[config.mk]
export PLATFORM = sky130hd
export DESIGN_NAME = idu_top
export DESIGN_NICKNAME = d
export VERILOG_FILES = /design/src/hdl/idu_pkg.sv /design/src/hdl/inst_classify.sv /design/src/hdl/gpr_file.sv /design/src/hdl/imm_stage.sv /design/src/hdl/idu_top.sv
export SDC_FILE = /design/constraint.sdc
export NUM_CORES = 2
export LEC_CHECK = 0
export BUFFER_PORTS_ARGS = -buffer_cell sky130_fd_sc_hd__buf_2
export CAP_MARGIN = 30
export CORE_ASPECT_RATIO = 1.75
export CORE_UTILIZATION = 40
export DETAILED_ROUTE_END_ITERATION = 8
export PLACE_DENSITY = 0.59
export SLEW_MARGIN = 10
export SYNTH_ARGS = -nofsm -noshare
export SYNTH_HDL_FRONTEND = slang
export SYNTH_SLANG_ARGS = --single-unit
[constraint.sdc]
create_clock -name i_clk -period 3.9 [get_ports i_clk]
set_input_delay 0.195 -clock i_clk [delete_from_list [all_inputs] [get_ports i_clk]]
set_output_delay 0.195 -clock i_clk [all_outputs]
set_load 0.1 [all_outputs]
[src/hdl/idu_pkg.sv]
// widths, opcodes and control codes shared by every block of the decode stage
package idu_pkg;

  typedef logic [63:0] xlen_t;
  typedef logic [31:0] inst_t;
  typedef logic [4:0]  reg_addr_t;
  typedef logic [4:0]  alu_ctr_t;
  typedef logic [2:0]  mem_op_t;
  typedef logic [2:0]  br_func_t;
  typedef logic [1:0]  b_src_t;
  typedef logic [2:0]  imm_fmt_t;

  localparam int NUM_REGS = 32;

  // rv64i major opcodes
  localparam logic [6:0] OPC_LUI      = 7'b0110111;
  localparam logic [6:0] OPC_AUIPC    = 7'b0010111;
  localparam logic [6:0] OPC_JAL      = 7'b1101111;
  localparam logic [6:0] OPC_JALR     = 7'b1100111;
  localparam logic [6:0] OPC_BRANCH   = 7'b1100011;
  localparam logic [6:0] OPC_LOAD     = 7'b0000011;
  localparam logic [6:0] OPC_STORE    = 7'b0100011;
  localparam logic [6:0] OPC_OP_IMM   = 7'b0010011;
  localparam logic [6:0] OPC_OP       = 7'b0110011;
  localparam logic [6:0] OPC_OP_IMM_W = 7'b0011011;
  localparam logic [6:0] OPC_OP_W     = 7'b0111011;

  localparam alu_ctr_t ALU_ADD      = 5'b00000;
  localparam alu_ctr_t ALU_SUB      = 5'b00001;
  localparam alu_ctr_t ALU_SLT      = 5'b00010;
  localparam alu_ctr_t ALU_SLTU     = 5'b00011;
  localparam alu_ctr_t ALU_XOR      = 5'b00100;
  localparam alu_ctr_t ALU_AND      = 5'b00101;
  localparam alu_ctr_t ALU_OR       = 5'b00110;
  localparam alu_ctr_t ALU_SLL      = 5'b00111;
  localparam alu_ctr_t ALU_SRL      = 5'b01000;
  localparam alu_ctr_t ALU_SRA      = 5'b01001;
  localparam alu_ctr_t ALU_COPY_IMM = 5'b01111; // lui passes imm through
  localparam alu_ctr_t ALU_INVALID  = 5'b11111;

  // stores share the signed load codes
  localparam mem_op_t MEM_LB   = 3'b000;
  localparam mem_op_t MEM_SB   = 3'b000;
  localparam mem_op_t MEM_LBU  = 3'b001;
  localparam mem_op_t MEM_LH   = 3'b010;
  localparam mem_op_t MEM_SH   = 3'b010;
  localparam mem_op_t MEM_LHU  = 3'b011;
  localparam mem_op_t MEM_LW   = 3'b100;
  localparam mem_op_t MEM_SW   = 3'b100;
  localparam mem_op_t MEM_LWU  = 3'b101;
  localparam mem_op_t MEM_LD   = 3'b110;
  localparam mem_op_t MEM_SD   = 3'b110;
  localparam mem_op_t MEM_NONE = 3'b111;

  localparam br_func_t BR_NONE = 3'b000;
  localparam br_func_t BR_JAL  = 3'b001;
  localparam br_func_t BR_JALR = 3'b010;
  localparam br_func_t BR_EQ   = 3'b100;
  localparam br_func_t BR_NE   = 3'b101;
  localparam br_func_t BR_LT   = 3'b110; // signedness comes from the alu code
  localparam br_func_t BR_GE   = 3'b111;

  localparam b_src_t B_RS2  = 2'b00;
  localparam b_src_t B_IMM  = 2'b01;
  localparam b_src_t B_FOUR = 2'b10; // return address pc + 4

  localparam imm_fmt_t FMT_I    = 3'd0;
  localparam imm_fmt_t FMT_U    = 3'd1;
  localparam imm_fmt_t FMT_S    = 3'd2;
  localparam imm_fmt_t FMT_B    = 3'd3;
  localparam imm_fmt_t FMT_J    = 3'd4;
  localparam imm_fmt_t FMT_NONE = 3'd7; // r-type, zero immediate

endpackage

[src/hdl/inst_classify.sv]
// combinational rv64i decoder, maps an instruction word to its control codes
`timescale 1ns/1ns

module inst_classify import idu_pkg::*; (
  input  inst_t    i_inst,
  output alu_ctr_t o_alu_ctr,
  output logic     o_alu_a_src,
  output b_src_t   o_alu_b_src,
  output logic     o_word_cut,
  output mem_op_t  o_mem_op,
  output br_func_t o_br_func,
  output logic     o_reg_wr,
  output logic     o_mem_re,
  output logic     o_mem_wr,
  output logic     o_invalid,
  output imm_fmt_t o_imm_fmt
);

  wire [6:0] opcode = i_inst[6:0];
  wire [2:0] funct3 = i_inst[14:12];
  wire [6:0] funct7 = i_inst[31:25];

  // shared by OP and OP_W, word forms only have add/sub/shifts
  function automatic alu_ctr_t r_alu(input logic [6:0] f7, input logic [2:0] f3,
                                     input logic word);
    alu_ctr_t op;
    op = ALU_INVALID;
    case ({f7, f3})
      {7'b0000000, 3'b000}: op = ALU_ADD;
      {7'b0100000, 3'b000}: op = ALU_SUB;
      {7'b0000000, 3'b001}: op = ALU_SLL;
      {7'b0000000, 3'b101}: op = ALU_SRL;
      {7'b0100000, 3'b101}: op = ALU_SRA;
      {7'b0000000, 3'b010}: op = word ? ALU_INVALID : ALU_SLT;
      {7'b0000000, 3'b011}: op = word ? ALU_INVALID : ALU_SLTU;
      {7'b0000000, 3'b100}: op = word ? ALU_INVALID : ALU_XOR;
      {7'b0000000, 3'b110}: op = word ? ALU_INVALID : ALU_OR;
      {7'b0000000, 3'b111}: op = word ? ALU_INVALID : ALU_AND;
      default: ;
    endcase
    return op;
  endfunction

  always_comb begin
    o_alu_ctr   = ALU_INVALID;
    o_alu_a_src = 1'b0;
    o_alu_b_src = B_RS2;
    o_word_cut  = 1'b0;
    o_mem_op    = MEM_NONE;
    o_br_func   = BR_NONE;
    o_reg_wr    = 1'b0;
    o_mem_re    = 1'b0;
    o_mem_wr    = 1'b0;
    o_imm_fmt   = FMT_NONE;
    case (opcode)
      OPC_LUI: begin
        o_alu_ctr   = ALU_COPY_IMM;
        o_alu_b_src = B_IMM;
        o_imm_fmt   = FMT_U;
        o_reg_wr    = 1'b1;
      end
      OPC_AUIPC: begin
        o_alu_ctr   = ALU_ADD;
        o_alu_a_src = 1'b1; // pc
        o_alu_b_src = B_IMM;
        o_imm_fmt   = FMT_U;
        o_reg_wr    = 1'b1;
      end
      OPC_JAL: begin
        o_alu_ctr   = ALU_ADD;
        o_alu_a_src = 1'b1;
        o_alu_b_src = B_FOUR;
        o_br_func   = BR_JAL;
        o_imm_fmt   = FMT_J;
        o_reg_wr    = 1'b1;
      end
      OPC_JALR: begin
        if (funct3 == 3'b000) begin
          o_alu_ctr   = ALU_ADD;
          o_alu_a_src = 1'b1;
          o_alu_b_src = B_FOUR;
          o_br_func   = BR_JALR;
          o_imm_fmt   = FMT_I;
          o_reg_wr    = 1'b1;
        end
      end
      OPC_BRANCH: begin
        case (funct3)
          3'b000: begin o_alu_ctr = ALU_SUB;  o_br_func = BR_EQ; end
          3'b001: begin o_alu_ctr = ALU_SUB;  o_br_func = BR_NE; end
          3'b100: begin o_alu_ctr = ALU_SLT;  o_br_func = BR_LT; end
          3'b101: begin o_alu_ctr = ALU_SLT;  o_br_func = BR_GE; end
          3'b110: begin o_alu_ctr = ALU_SLTU; o_br_func = BR_LT; end
          3'b111: begin o_alu_ctr = ALU_SLTU; o_br_func = BR_GE; end
          default: ;
        endcase
        if (o_br_func != BR_NONE) o_imm_fmt = FMT_B;
      end
      OPC_LOAD: begin
        case (funct3)
          3'b000: o_mem_op = MEM_LB;
          3'b001: o_mem_op = MEM_LH;
          3'b010: o_mem_op = MEM_LW;
          3'b011: o_mem_op = MEM_LD;
          3'b100: o_mem_op = MEM_LBU;
          3'b101: o_mem_op = MEM_LHU;
          3'b110: o_mem_op = MEM_LWU;
          default: ;
        endcase
        if (o_mem_op != MEM_NONE) begin
          o_alu_ctr   = ALU_ADD; // address = rs1 + imm
          o_alu_b_src = B_IMM;
          o_imm_fmt   = FMT_I;
          o_reg_wr    = 1'b1;
          o_mem_re    = 1'b1;
        end
      end
      OPC_STORE: begin
        case (funct3)
          3'b000: o_mem_op = MEM_SB;
          3'b001: o_mem_op = MEM_SH;
          3'b010: o_mem_op = MEM_SW;
          3'b011: o_mem_op = MEM_SD;
          default: ;
        endcase
        if (o_mem_op != MEM_NONE) begin
          o_alu_ctr   = ALU_ADD;
          o_alu_b_src = B_IMM;
          o_imm_fmt   = FMT_S;
          o_mem_wr    = 1'b1;
        end
      end
      OPC_OP_IMM: begin
        case (funct3)
          3'b000: o_alu_ctr = ALU_ADD;
          3'b010: o_alu_ctr = ALU_SLT;
          3'b011: o_alu_ctr = ALU_SLTU;
          3'b100: o_alu_ctr = ALU_XOR;
          3'b110: o_alu_ctr = ALU_OR;
          3'b111: o_alu_ctr = ALU_AND;
          3'b001: if (funct7[6:1] == 6'b000000) o_alu_ctr = ALU_SLL; // 6-bit shamt
          3'b101: begin
            if (funct7[6:1] == 6'b000000) o_alu_ctr = ALU_SRL;
            else if (funct7[6:1] == 6'b010000) o_alu_ctr = ALU_SRA;
          end
          default: ;
        endcase
        if (o_alu_ctr != ALU_INVALID) begin
          o_alu_b_src = B_IMM;
          o_imm_fmt   = FMT_I;
          o_reg_wr    = 1'b1;
        end
      end
      OPC_OP_IMM_W: begin
        case (funct3)
          3'b000: o_alu_ctr = ALU_ADD;
          3'b001: if (funct7 == 7'b0000000) o_alu_ctr = ALU_SLL;
          3'b101: begin
            if (funct7 == 7'b0000000) o_alu_ctr = ALU_SRL;
            else if (funct7 == 7'b0100000) o_alu_ctr = ALU_SRA;
          end
          default: ;
        endcase
        if (o_alu_ctr != ALU_INVALID) begin
          o_alu_b_src = B_IMM;
          o_imm_fmt   = FMT_I;
          o_reg_wr    = 1'b1;
          o_word_cut  = 1'b1;
        end
      end
      OPC_OP: begin
        o_alu_ctr = r_alu(funct7, funct3, 1'b0);
        o_reg_wr  = (o_alu_ctr != ALU_INVALID);
      end
      OPC_OP_W: begin
        o_alu_ctr  = r_alu(funct7, funct3, 1'b1);
        o_reg_wr   = (o_alu_ctr != ALU_INVALID);
        o_word_cut = (o_alu_ctr != ALU_INVALID);
      end
      default: ;
    endcase
  end

  // all-zero word is treated as a bubble, not an illegal instruction
  assign o_invalid = (o_alu_ctr == ALU_INVALID) && (i_inst != '0);

endmodule

[src/hdl/gpr_file.sv]
// 32x64 integer register file, write-back port and reads registered on valid cycles
`timescale 1ns/1ns

module gpr_file import idu_pkg::*; (
  input  logic      i_clk,
  input  logic      i_rst_n,
  input  logic      i_valid,
  input  reg_addr_t i_raddr1,
  input  reg_addr_t i_raddr2,
  input  logic      i_wen,
  input  reg_addr_t i_waddr,
  input  xlen_t     i_wdata,
  output xlen_t     o_rdata1,
  output xlen_t     o_rdata2
);

  xlen_t regs [1:NUM_REGS-1]; // x0 is not stored

  always_ff @(posedge i_clk or negedge i_rst_n) begin
    if (!i_rst_n) begin
      for (int i = 1; i < NUM_REGS; i++) begin
        regs[i] <= '0;
      end
    end else if (i_wen && (i_waddr != '0)) begin
      regs[i_waddr] <= i_wdata;
    end
  end

  // no bypass, a write on the same edge is seen next time
  always_ff @(posedge i_clk or negedge i_rst_n) begin
    if (!i_rst_n) begin
      o_rdata1 <= '0;
      o_rdata2 <= '0;
    end else if (i_valid) begin
      o_rdata1 <= (i_raddr1 == '0) ? '0 : regs[i_raddr1];
      o_rdata2 <= (i_raddr2 == '0) ? '0 : regs[i_raddr2];
    end
  end

endmodule

[src/hdl/imm_stage.sv]
// immediate generation and the decode output register of the stage
`timescale 1ns/1ns

module imm_stage import idu_pkg::*; (
  input  logic      i_clk,
  input  logic      i_rst_n,
  input  logic      i_valid,
  input  inst_t     i_inst,
  input  alu_ctr_t  i_alu_ctr,
  input  logic      i_alu_a_src,
  input  b_src_t    i_alu_b_src,
  input  logic      i_word_cut,
  input  mem_op_t   i_mem_op,
  input  br_func_t  i_br_func,
  input  logic      i_reg_wr,
  input  logic      i_mem_re,
  input  logic      i_mem_wr,
  input  logic      i_invalid,
  input  imm_fmt_t  i_imm_fmt,
  output logic      o_valid,
  output reg_addr_t o_rd,
  output xlen_t     o_imm,
  output alu_ctr_t  o_alu_ctr,
  output logic      o_alu_a_src,
  output b_src_t    o_alu_b_src,
  output logic      o_word_cut,
  output mem_op_t   o_mem_op,
  output br_func_t  o_br_func,
  output logic      o_reg_wr,
  output logic      o_mem_re,
  output logic      o_mem_wr,
  output logic      o_invalid
);

  xlen_t imm_i, imm_u, imm_s, imm_b, imm_j;
  xlen_t imm_sel;

  assign imm_i = {{52{i_inst[31]}}, i_inst[31:20]};
  assign imm_u = {{32{i_inst[31]}}, i_inst[31:12], 12'b0};
  assign imm_s = {{52{i_inst[31]}}, i_inst[31:25], i_inst[11:7]};
  assign imm_b = {{52{i_inst[31]}}, i_inst[7], i_inst[30:25], i_inst[11:8], 1'b0};
  assign imm_j = {{44{i_inst[31]}}, i_inst[19:12], i_inst[20], i_inst[30:21], 1'b0};

  always_comb begin
    case (i_imm_fmt)
      FMT_I:   imm_sel = imm_i;
      FMT_U:   imm_sel = imm_u;
      FMT_S:   imm_sel = imm_s;
      FMT_B:   imm_sel = imm_b;
      FMT_J:   imm_sel = imm_j;
      default: imm_sel = '0; // r-type and unsupported
    endcase
  end

  always_ff @(posedge i_clk or negedge i_rst_n) begin
    if (!i_rst_n) begin
      o_valid   <= 1'b0;
      o_reg_wr  <= 1'b0;
      o_mem_re  <= 1'b0;
      o_mem_wr  <= 1'b0;
      o_invalid <= 1'b0;
    end else begin
      o_valid   <= i_valid;
      o_reg_wr  <= i_valid & i_reg_wr;
      o_mem_re  <= i_valid & i_mem_re;
      o_mem_wr  <= i_valid & i_mem_wr;
      o_invalid <= i_valid & i_invalid; // bubbles never flag
    end
  end

  always_ff @(posedge i_clk) begin
    if (i_valid) begin
      o_rd        <= i_inst[11:7];
      o_imm       <= imm_sel;
      o_alu_ctr   <= i_alu_ctr;
      o_alu_a_src <= i_alu_a_src;
      o_alu_b_src <= i_alu_b_src;
      o_word_cut  <= i_word_cut;
      o_mem_op    <= i_mem_op;
      o_br_func   <= i_br_func;
    end
  end

endmodule

[src/hdl/idu_top.sv]
// top of the decode stage, one instruction in per valid cycle, results one cycle later
`timescale 1ns/1ns

module idu_top import idu_pkg::*; (
  input  logic      i_clk,
  input  logic      i_rst_n,
  input  logic      i_valid,
  input  inst_t     i_inst,
  input  logic      i_wb_wen,
  input  reg_addr_t i_wb_addr,
  input  xlen_t     i_wb_data,
  output logic      o_valid,
  output reg_addr_t o_rd,
  output xlen_t     o_rs1_data,
  output xlen_t     o_rs2_data,
  output xlen_t     o_imm,
  output alu_ctr_t  o_alu_ctr,
  output logic      o_alu_a_src,
  output b_src_t    o_alu_b_src,
  output logic      o_word_cut,
  output mem_op_t   o_mem_op,
  output br_func_t  o_br_func,
  output logic      o_reg_wr,
  output logic      o_mem_re,
  output logic      o_mem_wr,
  output logic      o_invalid
);

  alu_ctr_t  alu_ctr;
  logic      alu_a_src;
  b_src_t    alu_b_src;
  logic      word_cut;
  mem_op_t   mem_op;
  br_func_t  br_func;
  logic      reg_wr;
  logic      mem_re;
  logic      mem_wr;
  logic      invalid;
  imm_fmt_t  imm_fmt;
  reg_addr_t rs1;
  reg_addr_t rs2;

  assign rs1 = i_inst[19:15];
  assign rs2 = i_inst[24:20];

  inst_classify u_classify (
    .i_inst      (i_inst),
    .o_alu_ctr   (alu_ctr),
    .o_alu_a_src (alu_a_src),
    .o_alu_b_src (alu_b_src),
    .o_word_cut  (word_cut),
    .o_mem_op    (mem_op),
    .o_br_func   (br_func),
    .o_reg_wr    (reg_wr),
    .o_mem_re    (mem_re),
    .o_mem_wr    (mem_wr),
    .o_invalid   (invalid),
    .o_imm_fmt   (imm_fmt)
  );

  gpr_file u_gprs (
    .i_clk    (i_clk),
    .i_rst_n  (i_rst_n),
    .i_valid  (i_valid),
    .i_raddr1 (rs1),
    .i_raddr2 (rs2),
    .i_wen    (i_wb_wen),
    .i_waddr  (i_wb_addr),
    .i_wdata  (i_wb_data),
    .o_rdata1 (o_rs1_data),
    .o_rdata2 (o_rs2_data)
  );

  imm_stage u_imm (
    .i_clk       (i_clk),
    .i_rst_n     (i_rst_n),
    .i_valid     (i_valid),
    .i_inst      (i_inst),
    .i_alu_ctr   (alu_ctr),
    .i_alu_a_src (alu_a_src),
    .i_alu_b_src (alu_b_src),
    .i_word_cut  (word_cut),
    .i_mem_op    (mem_op),
    .i_br_func   (br_func),
    .i_reg_wr    (reg_wr),
    .i_mem_re    (mem_re),
    .i_mem_wr    (mem_wr),
    .i_invalid   (invalid),
    .i_imm_fmt   (imm_fmt),
    .o_valid     (o_valid),
    .o_rd        (o_rd),
    .o_imm       (o_imm),
    .o_alu_ctr   (o_alu_ctr),
    .o_alu_a_src (o_alu_a_src),
    .o_alu_b_src (o_alu_b_src),
    .o_word_cut  (o_word_cut),
    .o_mem_op    (o_mem_op),
    .o_br_func   (o_br_func),
    .o_reg_wr    (o_reg_wr),
    .o_mem_re    (o_mem_re),
    .o_mem_wr    (o_mem_wr),
    .o_invalid   (o_invalid)
  );

endmodule

==> flow_summary.yaml <==
yosys:
  synthCells: 7105
  synth_cell_type_count: 70
  synth_top_area_share_pct: 47.3
  yosys.area.top_type: "dfrtp_1"
  synthesis.area_um2: 112000
  ys_warn_count: 0
  ys_top_cells_by_area: "dfrtp_1, mux2_2, mux4_2"
  ys_ff_latch: 2169
  yosysSeqAreaShare_pct: 48.7
  syn_nets: 7210
  synth_edf_count: 52
  synth_area_per_cell_um2: 15.8
  synth_ff_type: "dfrtp_1"
  async_reset_ff_share_pct: 97.6
setup_path:
  rrSetupSlack_ns: 1.86
  cp-end-kind: "flop"
  endpoint: "u_imm.o_alu_ctr[1]"
  start_kind: "input pin"
  critPathKind: "in -> reg"
  r2r-end: "u_gprs.o_rdata1[6]"
  reg2reg_from: "u_gprs.regs[1030]"
  reg2reg_depth: 5
  cp_data_required_time_ns: 4.54
  crit_arrival_ns: 3.81
  critical_path.startpoint: "i_inst[31]"
  path_max_fanout: 5
routing:
  routedWlPerCell_um: 34.1
  avgViaCountPerCell: 6.37
  wl_met1_um: 147000
  postRouteAntennaNets: 0
  drt_iter0_markers: 5764
  first_pass_iters: 7
  highest_layer: "met5"
  drc: 0
  wl_um: 375000
  routed-via-count: 70000
  wl_met2_um: 188000
  wl_met3_um: 22400
placed_design:
  place_hpwl_um: 214000
  port-buffer-count: 321
  gp_congestion: 0.853
  place_area_um2: 118000
clocking:
  ctsHtreeMaxLevel: 4
  cts_resized: 0
  cts.path.max_buffers: 4
  root_buffer: "clkbuf_16"
  cts_buffers: 211
  cts_tree: "built"
  clk_pin_slew_ns: 0.07
  cts_num_sinks: 2169
  worstSkewPairLatency_ns: 0.89
global_routing:
  grt_first_pass_wirelength_um: 547000
  grt_usage_pct: 26.6
  grt_max_degree: 173
  grt_antenna_before_repair: 33
  grt_overflow: 0
  grt_pass1_vias: 74900
die:
  core_um2: 278000
  start_util_pct: 40.3
  ioPinCount: 322
  fp-row-count: 256
  die_area_um2: 282000
  die_w_um: 402
  dieHeight_um: 702
power_and_ir_drop:
  ir_drop_mv: 0.352
  p_leak_nw: 54.2
  p_per_area_nw_per_um2: 529
finish:
  fin_area_um2: 126000
  num-fill-cells: 24300
  regArea_um2: 54500
  multi_input_area_um2: 54300
  fin_nets: 7306
  area_delta_synth_final_pct: 12.8
  layout-drive-gt1-share_pct: 55.8
sta:
  hold_ws_ns: 0.0721
  slew_violations: 0
  finalSetupViolCount: 0
  rsz0062_at_grt: "no"
  tightest_slew_ns: 1.04
  clock_skew_ns: 0.0428
  fin_setup_tns_ns: 0
  relSlewSlack_pct: 30.9
  fin_crit_sh_pct: 81.2
  hold_viol: 0
  fmax_mhz: 316
  fin_crit_ns: 3.17
run:
  drv_cap: 0
min_path:
  hold_path_startpoint: "i_wb_addr[2]"
  min_path_type: "in -> reg"
status:
  status: "finished, final reports clean"
layer usage:
metal  global-route usage (%)  vias to the layer above
li1                         -                    28000
met1                     33.5                    38800
met2                     45.1                     2439
met3                     4.49                      771
met4                     11.1                       28
met5                        0                        -
worst max-delay path, cell delays in order:
cell	delay, ns
dlygate4sd3_1	0.53
buf_2	0.15
nor3_1	0.48
nand2_1	0.23
a2111oi_1	0.91
o22ai_1	0.35
nor2_1	0.25
nand4_1	0.13
dlygate4sd3_1	0.58
per-stage QoR:
stage	cells	setup WS (ns)	utilization, %	power, mW
2_1_floorplan	7105	1.61	-	41.5
3_3_place_gp	10500	0.931	42.5	45.2
3_5_place_dp	10500	0.935	42.5	46.0
4_1_cts	11000	0.976	45.4	67.3
5_1_grt	11000	0.587	45.4	69.5
6_report	11000	0.733	45.4	66.9
cell families after synthesis:
group / count (synthesis) / share of synthesized area [%]
compound gates: 592 / 4.04
xor+xnor: 1 / 0.00782
buf+inv: 813 / 3.10
flops: 2169 / 48.7
mux: 3267 / 43.0
simple gates: 263 / 1.21
what timing repair did:
action	CTS	global route
hold buffers	110	0
buffers inserted	0	0
hold endpoints to repair	3565	0
how the worst min path moves through the flow:
stage | endpoint | slack, ns | cells past startpoint
finish | u_gprs.regs[1965] | 0.07 | 4
global route | u_imm.o_rd[1] | 0.06 | 2
CTS | u_gprs.regs[1970] | 0.02 | 4
detailed placement | u_gprs.regs[456] | 0.17 | 1
global placement | u_gprs.regs[456] | 0.17 | 1
floorplan | u_gprs.o_rdata1[0] | -0.10 | 0
cell usage after synthesis (2+ instances only):
| library cell | number |
|---|---|
| buf_1 | 55 |
| buf_6 | 7 |
| a2111oi_0 | 31 |
| mux4_2 | 1023 |
| and3_1 | 3 |
| mux2i_1 | 130 |
| nand2_1 | 29 |
| nand4_1 | 4 |
| a22o_1 | 36 |
| o31ai_1 | 2 |
| clkbuf_1 | 556 |
| o211ai_1 | 45 |
| a31oi_1 | 3 |
| nor2b_1 | 12 |
| inv_1 | 8 |
| mux2_2 | 2114 |
| a211oi_1 | 4 |
| and4b_1 | 2 |
| a221o_1 | 140 |
| nor3_1 | 12 |
| or4b_2 | 2 |
| o311ai_0 | 3 |
| buf_4 | 52 |
| or3b_1 | 2 |
| o21ai_0 | 11 |
| a22oi_1 | 56 |
| nand2b_1 | 11 |
| a21oi_1 | 107 |
| dfrtp_1 | 2117 |
| o22ai_1 | 86 |
| nor4_1 | 7 |
| nor3b_1 | 6 |
| nand4b_1 | 6 |
| nand3_1 | 11 |
| nor3_2 | 5 |
| nand3b_1 | 4 |
| a21o_1 | 50 |
| and2_1 | 11 |
| edfxtp_1 | 52 |
| or2_2 | 5 |
| nor2_1 | 122 |
| buf_2 | 135 |
power breakdown:
group	internal (mW)	switching (mW)
logic	8.07	7.42
clock network	11.9	9.30
registers	26.9	3.28
sequential cells by signal (all words and copies together), names as in the netlist, 2 cells and up:
register and cells:
u_imm.o_mem_op 3, u_gprs.o_rdata1 64, u_imm.o_rd 5, u_gprs.o_rdata2 64
u_imm.o_br_func 3, u_imm.o_alu_ctr 5, u_imm.o_imm 32, u_imm.o_alu_b_src 2
u_gprs.regs 1984
layout by cell type (no fill, tap or decap), drive strengths merged, types with 50 or more instances in the layout:
cell type       n
mux2i         130
edfxtp         52
mux4         1023
dfrtp        2117
clkinv         50
dlygate4sd3   109
clkbuf        306
o22ai          87
nor2          122
a221o         140
a21o           50
buf           578
mux2         2114
a22oi          56
a21oi         107
area by class of cell:
| class | count | share of cell area, % |
|---|---|---|
| clock inverters | 72 | 0.581 |
| flip-flops and latches | 2169 | 43.2 |
| repair buffers | 688 | 4.71 |
| multi-input cells | 4123 | 43.0 |
| diodes | 12 | 0.0238 |
| clock buffers | 305 | 4.91 |
| inverters | 8 | 0.0297 |
| well taps | 3612 | 3.58 |
Note: power is estimated with default switching activity, not from simulation.
